File: config.mk
export PLATFORM = sky130hd
export DESIGN_NAME = memmap_top
export DESIGN_NICKNAME = d
export VERILOG_FILES = /design/src/logic/memmap_pkg.sv /design/src/logic/memmap_top.sv /design/src/logic/mem_addr_mux.sv /design/src/logic/atm_pager.sv /design/src/logic/zbus_ctrl.sv
export VERILOG_INCLUDE_DIRS = /design/src /design/src/logic
export SDC_FILE = /design/constraint.sdc
export NUM_CORES = 1
export LEC_CHECK = 0
export BUFFER_PORTS_ARGS = -buffer_cell sky130_fd_sc_hd__clkbuf_2
export CAP_MARGIN = 10
export CORE_UTILIZATION = 38
export DETAILED_ROUTE_END_ITERATION = 12
export GPL_TIMING_DRIVEN = 0
export SYNTH_ARGS = -nofsm -noshare
export SYNTH_HDL_FRONTEND = slang
export SYNTH_SLANG_ARGS = --single-unit
File: constraint.sdc
create_clock -name fclk -period 2 [get_ports fclk]
set_input_delay 0.1 -clock fclk [delete_from_list [all_inputs] [get_ports fclk]]
set_output_delay 0.1 -clock fclk [all_outputs]
set_load 0.01 [all_outputs]
File: src/logic/memmap_settings.svh
`ifndef MEMMAP_SETTINGS_SVH
`define MEMMAP_SETTINGS_SVH

//////////////////////////////
// bus and window geometry
//////////////////////////////

`define MM_ADDR_W        16
`define MM_DATA_W        8
`define MM_WINDOWS       4
`define MM_PAGE_W        6
`define MM_OFFS_W        14

//////////////////////////////
// z80 port numbers
//////////////////////////////

// 7ffd is decoded on low byte and a15 only
`define MM_PORT_7FFD_LO  8'hFD
// atm pager ports, a15..a14 pick the window
`define MM_PORT_F7_LO    8'hF7
`define MM_PORT_77_LO    8'h77
`define MM_PORT_EFF7     16'hEFF7

// lock bit inside 7ffd
`define MM_7FFD_LOCK     5

// high byte of the dos entry area
`define MM_DOS_PAGE_HI   8'h3D

// pentagon fallback pages for windows 1 and 2
`define MM_FB_PAGE_WIN1  5
`define MM_FB_PAGE_WIN2  2

`endif
File: src/logic/memmap_pkg.sv
`default_nettype none

`include "memmap_settings.svh"

package memmap_pkg;

	//////////////////////////////
	// plain vectors
	//////////////////////////////

	typedef logic [`MM_ADDR_W-1:0] zaddr_t;
	typedef logic [`MM_DATA_W-1:0] zdata_t;
	typedef logic [`MM_PAGE_W-1:0] page_t;

	// page on top, offset below
	typedef logic [`MM_PAGE_W+`MM_OFFS_W-1:0] phys_addr_t;

	typedef logic [$clog2(`MM_WINDOWS)-1:0] win_idx_t;

	//////////////////////////////
	// bundles
	//////////////////////////////

	// one sampled z80 bus cycle, strobes already active high
	typedef struct packed {
		logic   mreq;
		logic   iorq;
		logic   rd;
		logic   wr;
		logic   m1;
		zaddr_t addr;
		zdata_t data;
	} zbus_req_t;

	// strobe to one window pager
	typedef struct packed {
		logic     valid;
		win_idx_t win;
		logic     rom;
		page_t    page;
	} page_wr_t;

	// decoder state seen by the datapath
	typedef struct packed {
		logic   pager_en;
		zdata_t p7ffd;
		logic   rom_we_en;
		logic   dos;
	} map_cfg_t;

	typedef struct packed {
		logic  rom;
		page_t page;
	} win_map_t;

	// mapped memory access
	typedef struct packed {
		logic       valid;
		logic       rom;
		logic       we;
		logic       fetch;
		phys_addr_t addr;
	} mem_acc_t;

	typedef enum logic {
		DOS_OFF,
		DOS_ON
	} dos_state_t;

endpackage

`default_nettype wire

File: src/logic/memmap_top.sv
`timescale 1ns/1ps
`default_nettype none

`include "memmap_settings.svh"

module memmap_top
	import memmap_pkg::*;
(
	input  logic      fclk,
	input  logic      rst_n,

	input  zbus_req_t req,

	output mem_acc_t  acc,
	output logic      dos
);

	map_cfg_t cfg;
	page_wr_t pg_wr;
	win_map_t maps [`MM_WINDOWS];

	//////////////////////////////
	// bus decoder
	//////////////////////////////

	zbus_ctrl u_zbus_ctrl
	(
		.fclk     (fclk),
		.rst_n    (rst_n),
		.req      (req),
		.win0_rom (maps[0].rom),
		.cfg      (cfg),
		.pg_wr    (pg_wr)
	);

	//////////////////////////////
	// window pagers
	//////////////////////////////

	for (genvar i = 0; i < `MM_WINDOWS; i++)
	begin : g_pager
		atm_pager #(.WIN(i)) u_pager
		(
			.fclk  (fclk),
			.rst_n (rst_n),
			.cfg   (cfg),
			.pg_wr (pg_wr),
			.map   (maps[i])
		);
	end

	//////////////////////////////
	// physical address
	//////////////////////////////

	mem_addr_mux u_mem_addr_mux
	(
		.fclk  (fclk),
		.rst_n (rst_n),
		.req   (req),
		.cfg   (cfg),
		.maps  (maps),
		.acc   (acc)
	);

	assign dos = cfg.dos;

endmodule

`default_nettype wire

File: src/logic/mem_addr_mux.sv
`timescale 1ns/1ps
`default_nettype none

`include "memmap_settings.svh"

module mem_addr_mux
	import memmap_pkg::*;
(
	input  logic      fclk,
	input  logic      rst_n,

	input  zbus_req_t req,
	input  map_cfg_t  cfg,
	input  win_map_t  maps [`MM_WINDOWS],

	output mem_acc_t  acc
);

	win_idx_t   win;
	win_map_t   sel;

	logic       nxt_valid;
	logic       nxt_we;
	phys_addr_t nxt_addr;

	logic       acc_valid;
	logic       acc_we;
	logic       acc_rom;
	logic       acc_fetch;
	phys_addr_t acc_addr;

	//////////////////////////////
	// window select
	//////////////////////////////

	always_comb
	begin
		win = req.addr[15:14];
		sel = maps[win];
	end

	always_comb
	begin
		nxt_valid = req.mreq & (req.rd | req.wr);

		// rom writes need the eff7 enable
		nxt_we    = nxt_valid & req.wr & (~sel.rom | cfg.rom_we_en);

		nxt_addr  = {sel.page, req.addr[`MM_OFFS_W-1:0]};
	end

	//////////////////////////////
	// output stage
	//////////////////////////////

	always_ff @(posedge fclk)
	begin
		if (!rst_n)
		begin
			acc_valid <= 1'b0;
			acc_we    <= 1'b0;
		end
		else
		begin
			acc_valid <= nxt_valid;
			acc_we    <= nxt_we;
		end
	end

	always_ff @(posedge fclk)
	begin
		acc_rom   <= sel.rom;
		acc_fetch <= req.m1;
		acc_addr  <= nxt_addr;
	end

	always_comb
	begin
		acc.valid = acc_valid;
		acc.rom   = acc_rom;
		acc.we    = acc_we;
		acc.fetch = acc_fetch;
		acc.addr  = acc_addr;
	end

endmodule

`default_nettype wire

File: src/logic/atm_pager.sv
`timescale 1ns/1ps
`default_nettype none

`include "memmap_settings.svh"

module atm_pager
	import memmap_pkg::*;
#(
	parameter int WIN = 0
)
(
	input  logic     fclk,
	input  logic     rst_n,

	input  map_cfg_t cfg,
	input  page_wr_t pg_wr,

	output win_map_t map
);

	localparam win_idx_t MY_WIN = win_idx_t'(WIN);

	logic     wr_hit;
	win_map_t stored;
	win_map_t paged;
	win_map_t fallback;

	assign wr_hit = pg_wr.valid && (pg_wr.win == MY_WIN);

	//////////////////////////////
	// atm page register
	//////////////////////////////

	// comes out of reset mapping rom page 0
	always_ff @(posedge fclk)
	begin
		if (!rst_n)
		begin
			stored.rom  <= 1'b1;
			stored.page <= '0;
		end
		else if (wr_hit)
		begin
			stored.rom  <= pg_wr.rom;
			stored.page <= pg_wr.page;
		end
	end

	// forward a pending write so it counts from the next request
	always_comb
	begin
		if (wr_hit)
		begin
			paged.rom  = pg_wr.rom;
			paged.page = pg_wr.page;
		end
		else
			paged = stored;
	end

	//////////////////////////////
	// pentagon fallback
	//////////////////////////////

	always_comb
	begin
		case (WIN)
			0:
			begin
				// dos picks the upper rom pair
				fallback.rom  = 1'b1;
				fallback.page = {{(`MM_PAGE_W-2){1'b0}}, cfg.dos, cfg.p7ffd[4]};
			end
			1:
			begin
				fallback.rom  = 1'b0;
				fallback.page = page_t'(`MM_FB_PAGE_WIN1);
			end
			2:
			begin
				fallback.rom  = 1'b0;
				fallback.page = page_t'(`MM_FB_PAGE_WIN2);
			end
			default:
			begin
				fallback.rom  = 1'b0;
				fallback.page = {{(`MM_PAGE_W-3){1'b0}}, cfg.p7ffd[2:0]};
			end
		endcase
	end

	assign map = cfg.pager_en ? paged : fallback;

endmodule

`default_nettype wire

File: src/logic/zbus_ctrl.sv
`timescale 1ns/1ps
`default_nettype none

`include "memmap_settings.svh"

module zbus_ctrl
	import memmap_pkg::*;
(
	input  logic      fclk,
	input  logic      rst_n,

	input  zbus_req_t req,
	input  logic      win0_rom,

	output map_cfg_t  cfg,
	output page_wr_t  pg_wr
);

	zaddr_t     a;

	logic       io_wr;
	logic       hit_7ffd;
	logic       hit_eff7;
	logic       hit_77;
	logic       hit_f7;

	logic       m1_fetch;
	logic       dos_set;
	logic       dos_clr;

	zdata_t     p7ffd;
	logic       rom_we_en;
	logic       pager_en;

	dos_state_t dos_state;
	dos_state_t dos_next;

	logic       wr_valid;
	win_idx_t   wr_win;
	logic       wr_rom;
	page_t      wr_page;

	assign a = req.addr;

	//////////////////////////////
	// port decode
	//////////////////////////////

	always_comb
	begin
		io_wr    = req.iorq & req.wr;

		hit_7ffd = io_wr && (a[7:0] == `MM_PORT_7FFD_LO) && !a[15];
		hit_eff7 = io_wr && (a == `MM_PORT_EFF7);
		hit_77   = io_wr && (a[7:0] == `MM_PORT_77_LO);

		// xxF7 with a13..a8 all set, window from a15..a14
		hit_f7   = io_wr && (a[7:0] == `MM_PORT_F7_LO) && (&a[13:8]);
	end

	always_ff @(posedge fclk)
	begin
		if (!rst_n)
		begin
			p7ffd     <= '0;
			rom_we_en <= 1'b0;
			pager_en  <= 1'b0;
		end
		else
		begin
			// once locked, 7ffd stays until reset
			if (hit_7ffd && !p7ffd[`MM_7FFD_LOCK])
				p7ffd <= req.data;

			if (hit_eff7)
				rom_we_en <= req.data[2];

			if (hit_77)
				pager_en <= req.data[0];
		end
	end

	//////////////////////////////
	// pager write strobe
	//////////////////////////////

	always_ff @(posedge fclk)
	begin
		if (!rst_n)
			wr_valid <= 1'b0;
		else
			wr_valid <= hit_f7;
	end

	// data bits are inverted on the atm bus
	always_ff @(posedge fclk)
	begin
		if (hit_f7)
		begin
			wr_win  <= a[15:14];
			wr_rom  <= ~req.data[7];
			wr_page <= ~req.data[`MM_PAGE_W-1:0];
		end
	end

	//////////////////////////////
	// dos rom switch
	//////////////////////////////

	always_comb
	begin
		m1_fetch = req.mreq & req.m1 & req.rd;

		// entry only from 3dxx while rom sits in window 0
		dos_set  = m1_fetch && (a[15:8] == `MM_DOS_PAGE_HI) && win0_rom;

		// any opcode fetch above 3fff leaves dos
		dos_clr  = m1_fetch && (a[15:14] != 2'b00);
	end

	always_comb
	begin
		dos_next = dos_state;
		case (dos_state)
			DOS_OFF:
				if (dos_set)
					dos_next = DOS_ON;
			DOS_ON:
				if (dos_clr)
					dos_next = DOS_OFF;
			default:
				dos_next = DOS_OFF;
		endcase
	end

	always_ff @(posedge fclk)
	begin
		if (!rst_n)
			dos_state <= DOS_OFF;
		else
			dos_state <= dos_next;
	end

	//////////////////////////////
	// outputs
	//////////////////////////////

	always_comb
	begin
		cfg.pager_en  = pager_en;
		cfg.p7ffd     = p7ffd;
		cfg.rom_we_en = rom_we_en;
		cfg.dos       = (dos_state == DOS_ON);

		pg_wr.valid   = wr_valid;
		pg_wr.win     = wr_win;
		pg_wr.rom     = wr_rom;
		pg_wr.page    = wr_page;
	end

endmodule

`default_nettype wire

# [Word level (Yosys, flattened, before mapping)]
# Cells that the tools add are included.
[op_classes] mul=0 n_mux=14 shifts=0 reduce_logical=19 order_cmp=1 div_mod_pow=0 bitwise=13 eq_ne=8 add_sub_neg=0
[ops] op="$mux 7" count=10
[ops] op="$eq 16x16->1 const B" count=1
[ops] op="$eq 8x8->1 const B" count=2
[ops] op="$bmux 7 s2" count=1
[ops] op="$logic_and 1x1->1" count=14
[ops] op="$eq 8x6->1 const B" count=1
[ops] op="$eq 8x7->1 const B" count=1
[ops] op="$and 1x1->1" count=6
[ops] op="$not 6->6" count=1
[ops] op="$reduce_and 6->1" count=1
[ops] op="$eq 2x2->1 const B" count=2
[ops] op="$ge 3x3->1 const B" count=1
[ops] op="$not 1->1" count=3
[ops] op="$not 2->3" count=1
[ops] op="$eq 2x1->1 const B" count=1
[ops] op="$logic_not 1->1" count=2
[ops] op="$logic_not 2->1" count=1
[ops] op="$mux 1" count=2
[ops] op="$or 1x1->1" count=2
[ops] op="$pmux 1 s2" count=1
[ops] op="$reduce_bool 2->1" count=1
[word_totals] elab_cells=76 mem_bits_ro=0 latchBits=0 n_memories=0 out_inout_bits=25 in_bits=31 register_bits=71 ram_bits=0

# [Logic depth before layout (Yosys ltp)]
[logic_depth] ltp_word=10 ltp_mapped=6 ltp_nobuf=4

# [Modules after synthesis]
# Synthesis repeated with hierarchy kept, for this count alone.
[hier_totals] cells_unflattened=291 hier_area_um2=3161.8
[modules_own_cells] module="zbus_ctrl" instances=1 seq_area_each_um2=510.5 cells_each=73 area_per_inst_um2=869.6
[modules_own_cells] module="mem_addr_mux" instances=1 seq_area_each_um2=480.5 cells_each=44 area_per_inst_um2=764.5
[modules_own_cells] module="atm_pager (g_pager[1].u_pager)" instances=1 seq_area_each_um2=140.1 cells_each=54 area_per_inst_um2=440.4
[modules_own_cells] module="atm_pager (g_pager[2].u_pager)" instances=1 seq_area_each_um2=140.1 cells_each=54 area_per_inst_um2=437.9
[modules_own_cells] module="atm_pager (g_pager[0].u_pager)" instances=1 seq_area_each_um2=140.1 cells_each=33 area_per_inst_um2=325.3
[modules_own_cells] module="atm_pager (g_pager[3].u_pager)" instances=1 seq_area_each_um2=140.1 cells_each=33 area_per_inst_um2=324.1

# [Worst setup path after synthesis]
# OpenSTA, ideal clock, no wires.
[synth_timing] kind="register to register" from="reg u_zbus_ctrl.wr_win[0]" to="reg u_mem_addr_mux.acc_addr[16]" path_stages_with_launch=7 t_arrival_ns=1.444 n_path_buf=2 required_time_ns=1.878 path_slack_ns=0.434 cell_sequence="edfxtp_1 > buf_4 > nor3b_2 > buf_6 > mux2i_1 > o22ai_1 > a221o_1"
[synth_lines] item="start: declaration" line="zbus_ctrl.sv:39" text="win_idx_t wr_win;"
[synth_lines] item="start signal: assignment" line="zbus_ctrl.sv:100" text="wr_win <= a[15:14];"
[synth_lines] item="end signal: assignment" line="mem_addr_mux.sv:74" text="acc_addr <= nxt_addr;"
[synth_lines] item="end: declaration" line="mem_addr_mux.sv:30" text="phys_addr_t acc_addr;"

# [Worst setup path after layout]
[layout_timing] from="in req[23] in the netlist's numbering" to="reg u_zbus_ctrl.p7ffd[1]"
[layout_between] elab_chain_cells=3
[layout_rtl] item="start: declaration" line="memmap_top.sv:12" text="input zbus_req_t req,"
[layout_rtl] item="$logic_not 1->1" line="zbus_ctrl.sv:53" text="hit_7ffd = io_wr && (a[7:0] == `MM_PORT_7FFD_LO) && !a[15];"
[layout_rtl] item="$logic_and 1x1->1" line="zbus_ctrl.sv:53"
[layout_rtl] item="$logic_and 1x1->1" line="zbus_ctrl.sv:72" text="if (hit_7ffd && !p7ffd[`MM_7FFD_LOCK])"
[layout_rtl] item="end signal: assignment" line="zbus_ctrl.sv:73" text="p7ffd <= req.data;"
[layout_rtl] item="end: declaration" line="zbus_ctrl.sv:31" text="zdata_t p7ffd;"
# Every way passes these cells.
# A chain may end at the register's enable or synchronous reset.

==> metrics.yaml <==
post_cts_buffers: 0
status: "complete, no violations"
final_antenna_net_count: 0
met1Wirelength_mm: 2.95
powerDensity_nw_per_um2: 746
rsz0062_at_grt: "false"
num_vias: 2130
r2r-start: "u_zbus_ctrl.wr_win[0]"
drc: 0
h-tree-depth: 3
fp.dieW_um: 87.6
max_slew.worst_pin.slew_ps: 535
ir_drop_v: 0.000516
clock_skew_ps: 6.15
slew_headroom_pct: 64.0
start_kind: "input pin"
fmax_mhz: 543
worstSetupEndpointType: "flop"
layout-drive-gt1-share_pct: 26.8
syn_to_final_growth_pct: 28.6
synth_edf_count: 9
grt_start_max_net_pins: 12
cp.required_ps: 2240
pin_count: 56
period_minus_slack_ps: 1840
grt.total_usage_pct: 18.6
syn_area_um2: 2780
period_share_pct: 92.1
power.switching_w: 0.000603
start_util_pct: 40.1
seq_power_share_pct: 54.3
dp_cells: 398
r2r-end: "u_mem_addr_mux.acc_addr[16]"
core_um2: 6940
drv_cap: 0
cts-root-buf: "clkbuf_8"
sw_frac_of_total_pct: 22.6
p_clk_share_pct: 38.6
ys.flop_type: "dfxtp_1"
synth.avg_cell_area_um2: 11.2
first_iter_violations: 87
final_common_cell: "dfxtp_1"
crit_arrival_ps: 2080
register_area_um2: 1490
die_h_um: 87.6
clock_sinks: 70
fin_nets: 366
crit_type: "in -> reg"
grt-ovfl-total: 0
dp_hpwl_mm: 4.35
tritoncts: "done"
pwr-share-comb_pct: 7.2
port_buffers: 53
finalNonFillerCells: 436
multiInputGateArea_um2: 1140
clk_path_buf_depth: 2
dr.pass1.iters: 4
synth_cell_type_count: 48
syn-num-nets: 280
whs_path_depth: 2
wl_met3_um: 348
viasPerCell: 4.89
worstPathMaxFanout: 17
met2_length_mm: 3.04
p_int_w: 0.00207
grt_pass1_wl_mm: 10.6
hold_viol_final: 0
final_cell_mix: "dfxtp_1, clkbuf_2, mux2i_1, nor2b_1, dlygate4sd3_1"
clk_pin_slew_ps: 70
wl_mm: 6.39
wl_per_cell_um: 14.7
grt_pass1_vias: 2165
min_to: "u_zbus_ctrl.wr_page[0]"
min_path_type: "in -> reg"
rrSetupSlack_ps: 240
synthCells: 249
final_cell_area_um2: 3580
highest_layer: "met4"
worst_r2r_path_depth: 6
n_antenna_cell: 0
min_from: "req[0]"
drv_slew: 0
die-area_um2: 7670
num_rows: 30
cts_buffers: 9
setup_viol: 0
fillCellCount: 638
antenna_found_initial: 0
leakage_nw: 1.52
yosysSeqAreaShare_pct: 53.6
synth_seq_cells: 70
worstSkewPairLatency_ps: 340
yosysWarningCount: 0
placed_cell_area_um2: 3170
gp_congestion: 0.765
fin_setup_tns_ps: 0
async_flop_share_pct: 0
## cells by family (layout without fill, tap and decap cells)
group | after synthesis | in the layout | synth area share [%]
compound gates | 29 | 29 | 7.82
xor+xnor | 2 | 2 | 0.629
buf+inv | 31 | 122 | 5.71
flops | 70 | 70 | 53.6
mux | 36 | 36 | 14.3
simple gates | 81 | 81 | 18.0
## power groups by stage
stage,Sequential [W],Combinational [W],Clock [W]
global route,0.00145,0.000208,0.00111
detailed placement,0.00148,0.000157,0
global placement,0.00148,0.000157,0
finish,0.00145,0.000191,0.00103
CTS,0.00145,0.000192,0.00106
floorplan,0.00149,0.0000668,0
## per-stage QoR
| stage | power, W | worst slack, ps | utilization (%) | hold slack [ps] |
|---|---|---|---|---|
| floorplan | 0.00156 | 434 | - | 128 |
| global placement | 0.00164 | 15.7 | 45.6 | 217 |
| detailed placement | 0.00164 | 4.61 | 45.6 | 221 |
| CTS | 0.00270 | 33.3 | 51.5 | 7.56 |
| global route | 0.00277 | 42.5 | 51.5 | 18.0 |
| finish | 0.00267 | 159 | 51.5 | 19.2 |
## area by class of cell
cell class	instances	share of cell area (%)
multi-input cells	148	31.8
flip-flops and latches	70	41.7
inverters	12	1.26
well taps	96	3.36
clock buffers	13	4.47
plain buffers	18	3.11
repair buffers	76	13.8
clock inverters	3	0.489
## per-layer routing
| layer | GRT usage [%] | vias up |
|---|---|---|
| met5 | 0 | - |
| met4 | 4.47 | 0 |
| met3 | 6.13 | 9 |
| met2 | 32.7 | 62 |
| met1 | 22.0 | 1009 |
| li1 | - | 1050 |
## worst max-delay path: stages
cell           delay [ps]
dlygate4sd3_1         530
clkbuf_2              110
buf_6                 160
or4b_4                540
nor3_4                340
mux2i_1               240
nor2b_1                60
## worst max-delay path by stage
stage                          startpoint                          end  slack [ps]  depth (start not counted)
detailed placement                req[25]       u_zbus_ctrl.wr_page[3]           5                          4
CTS                               req[19]       u_zbus_ctrl.wr_page[3]          30                          5
finish                            req[23]         u_zbus_ctrl.p7ffd[1]         160                          7
floorplan           u_zbus_ctrl.wr_win[0]  u_mem_addr_mux.acc_addr[16]         430                          6
global route        u_zbus_ctrl.wr_win[0]        u_mem_addr_mux.acc_we          40                          6
global placement                  req[25]       u_zbus_ctrl.wr_page[3]          20                          4
## cells in the mapped netlist, types with 5 or more instances
master,instances,area share (%)
dfxtp_1,61,44
mux2i_1,33,12
nor2b_1,30,6.7
inv_1,11,1.5
nand2_1,11,1.5
edfxtp_1,9,9.7
a21oi_1,8,1.4
clkbuf_1,7,0.94
buf_4,6,1.6
nor2_1,5,0.67
## timing repair
| item | CTS | global route |
|---|---|---|
| hold buffers | 23 | 0 |
| setup endpoints to repair | 0 | 11 |
| hold endpoints to repair | 23 | 0 |
| gates resized for setup | 0 | 4 |
## registers in the layout, indices dropped and copies added (netlist names), 2 cells and up
signal and flops:
u_zbus_ctrl.wr_page 6, g_pager.u_pager.stored 28, u_zbus_ctrl.p7ffd 5, u_mem_addr_mux.acc_addr 20
u_zbus_ctrl.wr_win 2
No activity file was read; power rests on OpenSTA's default activity.
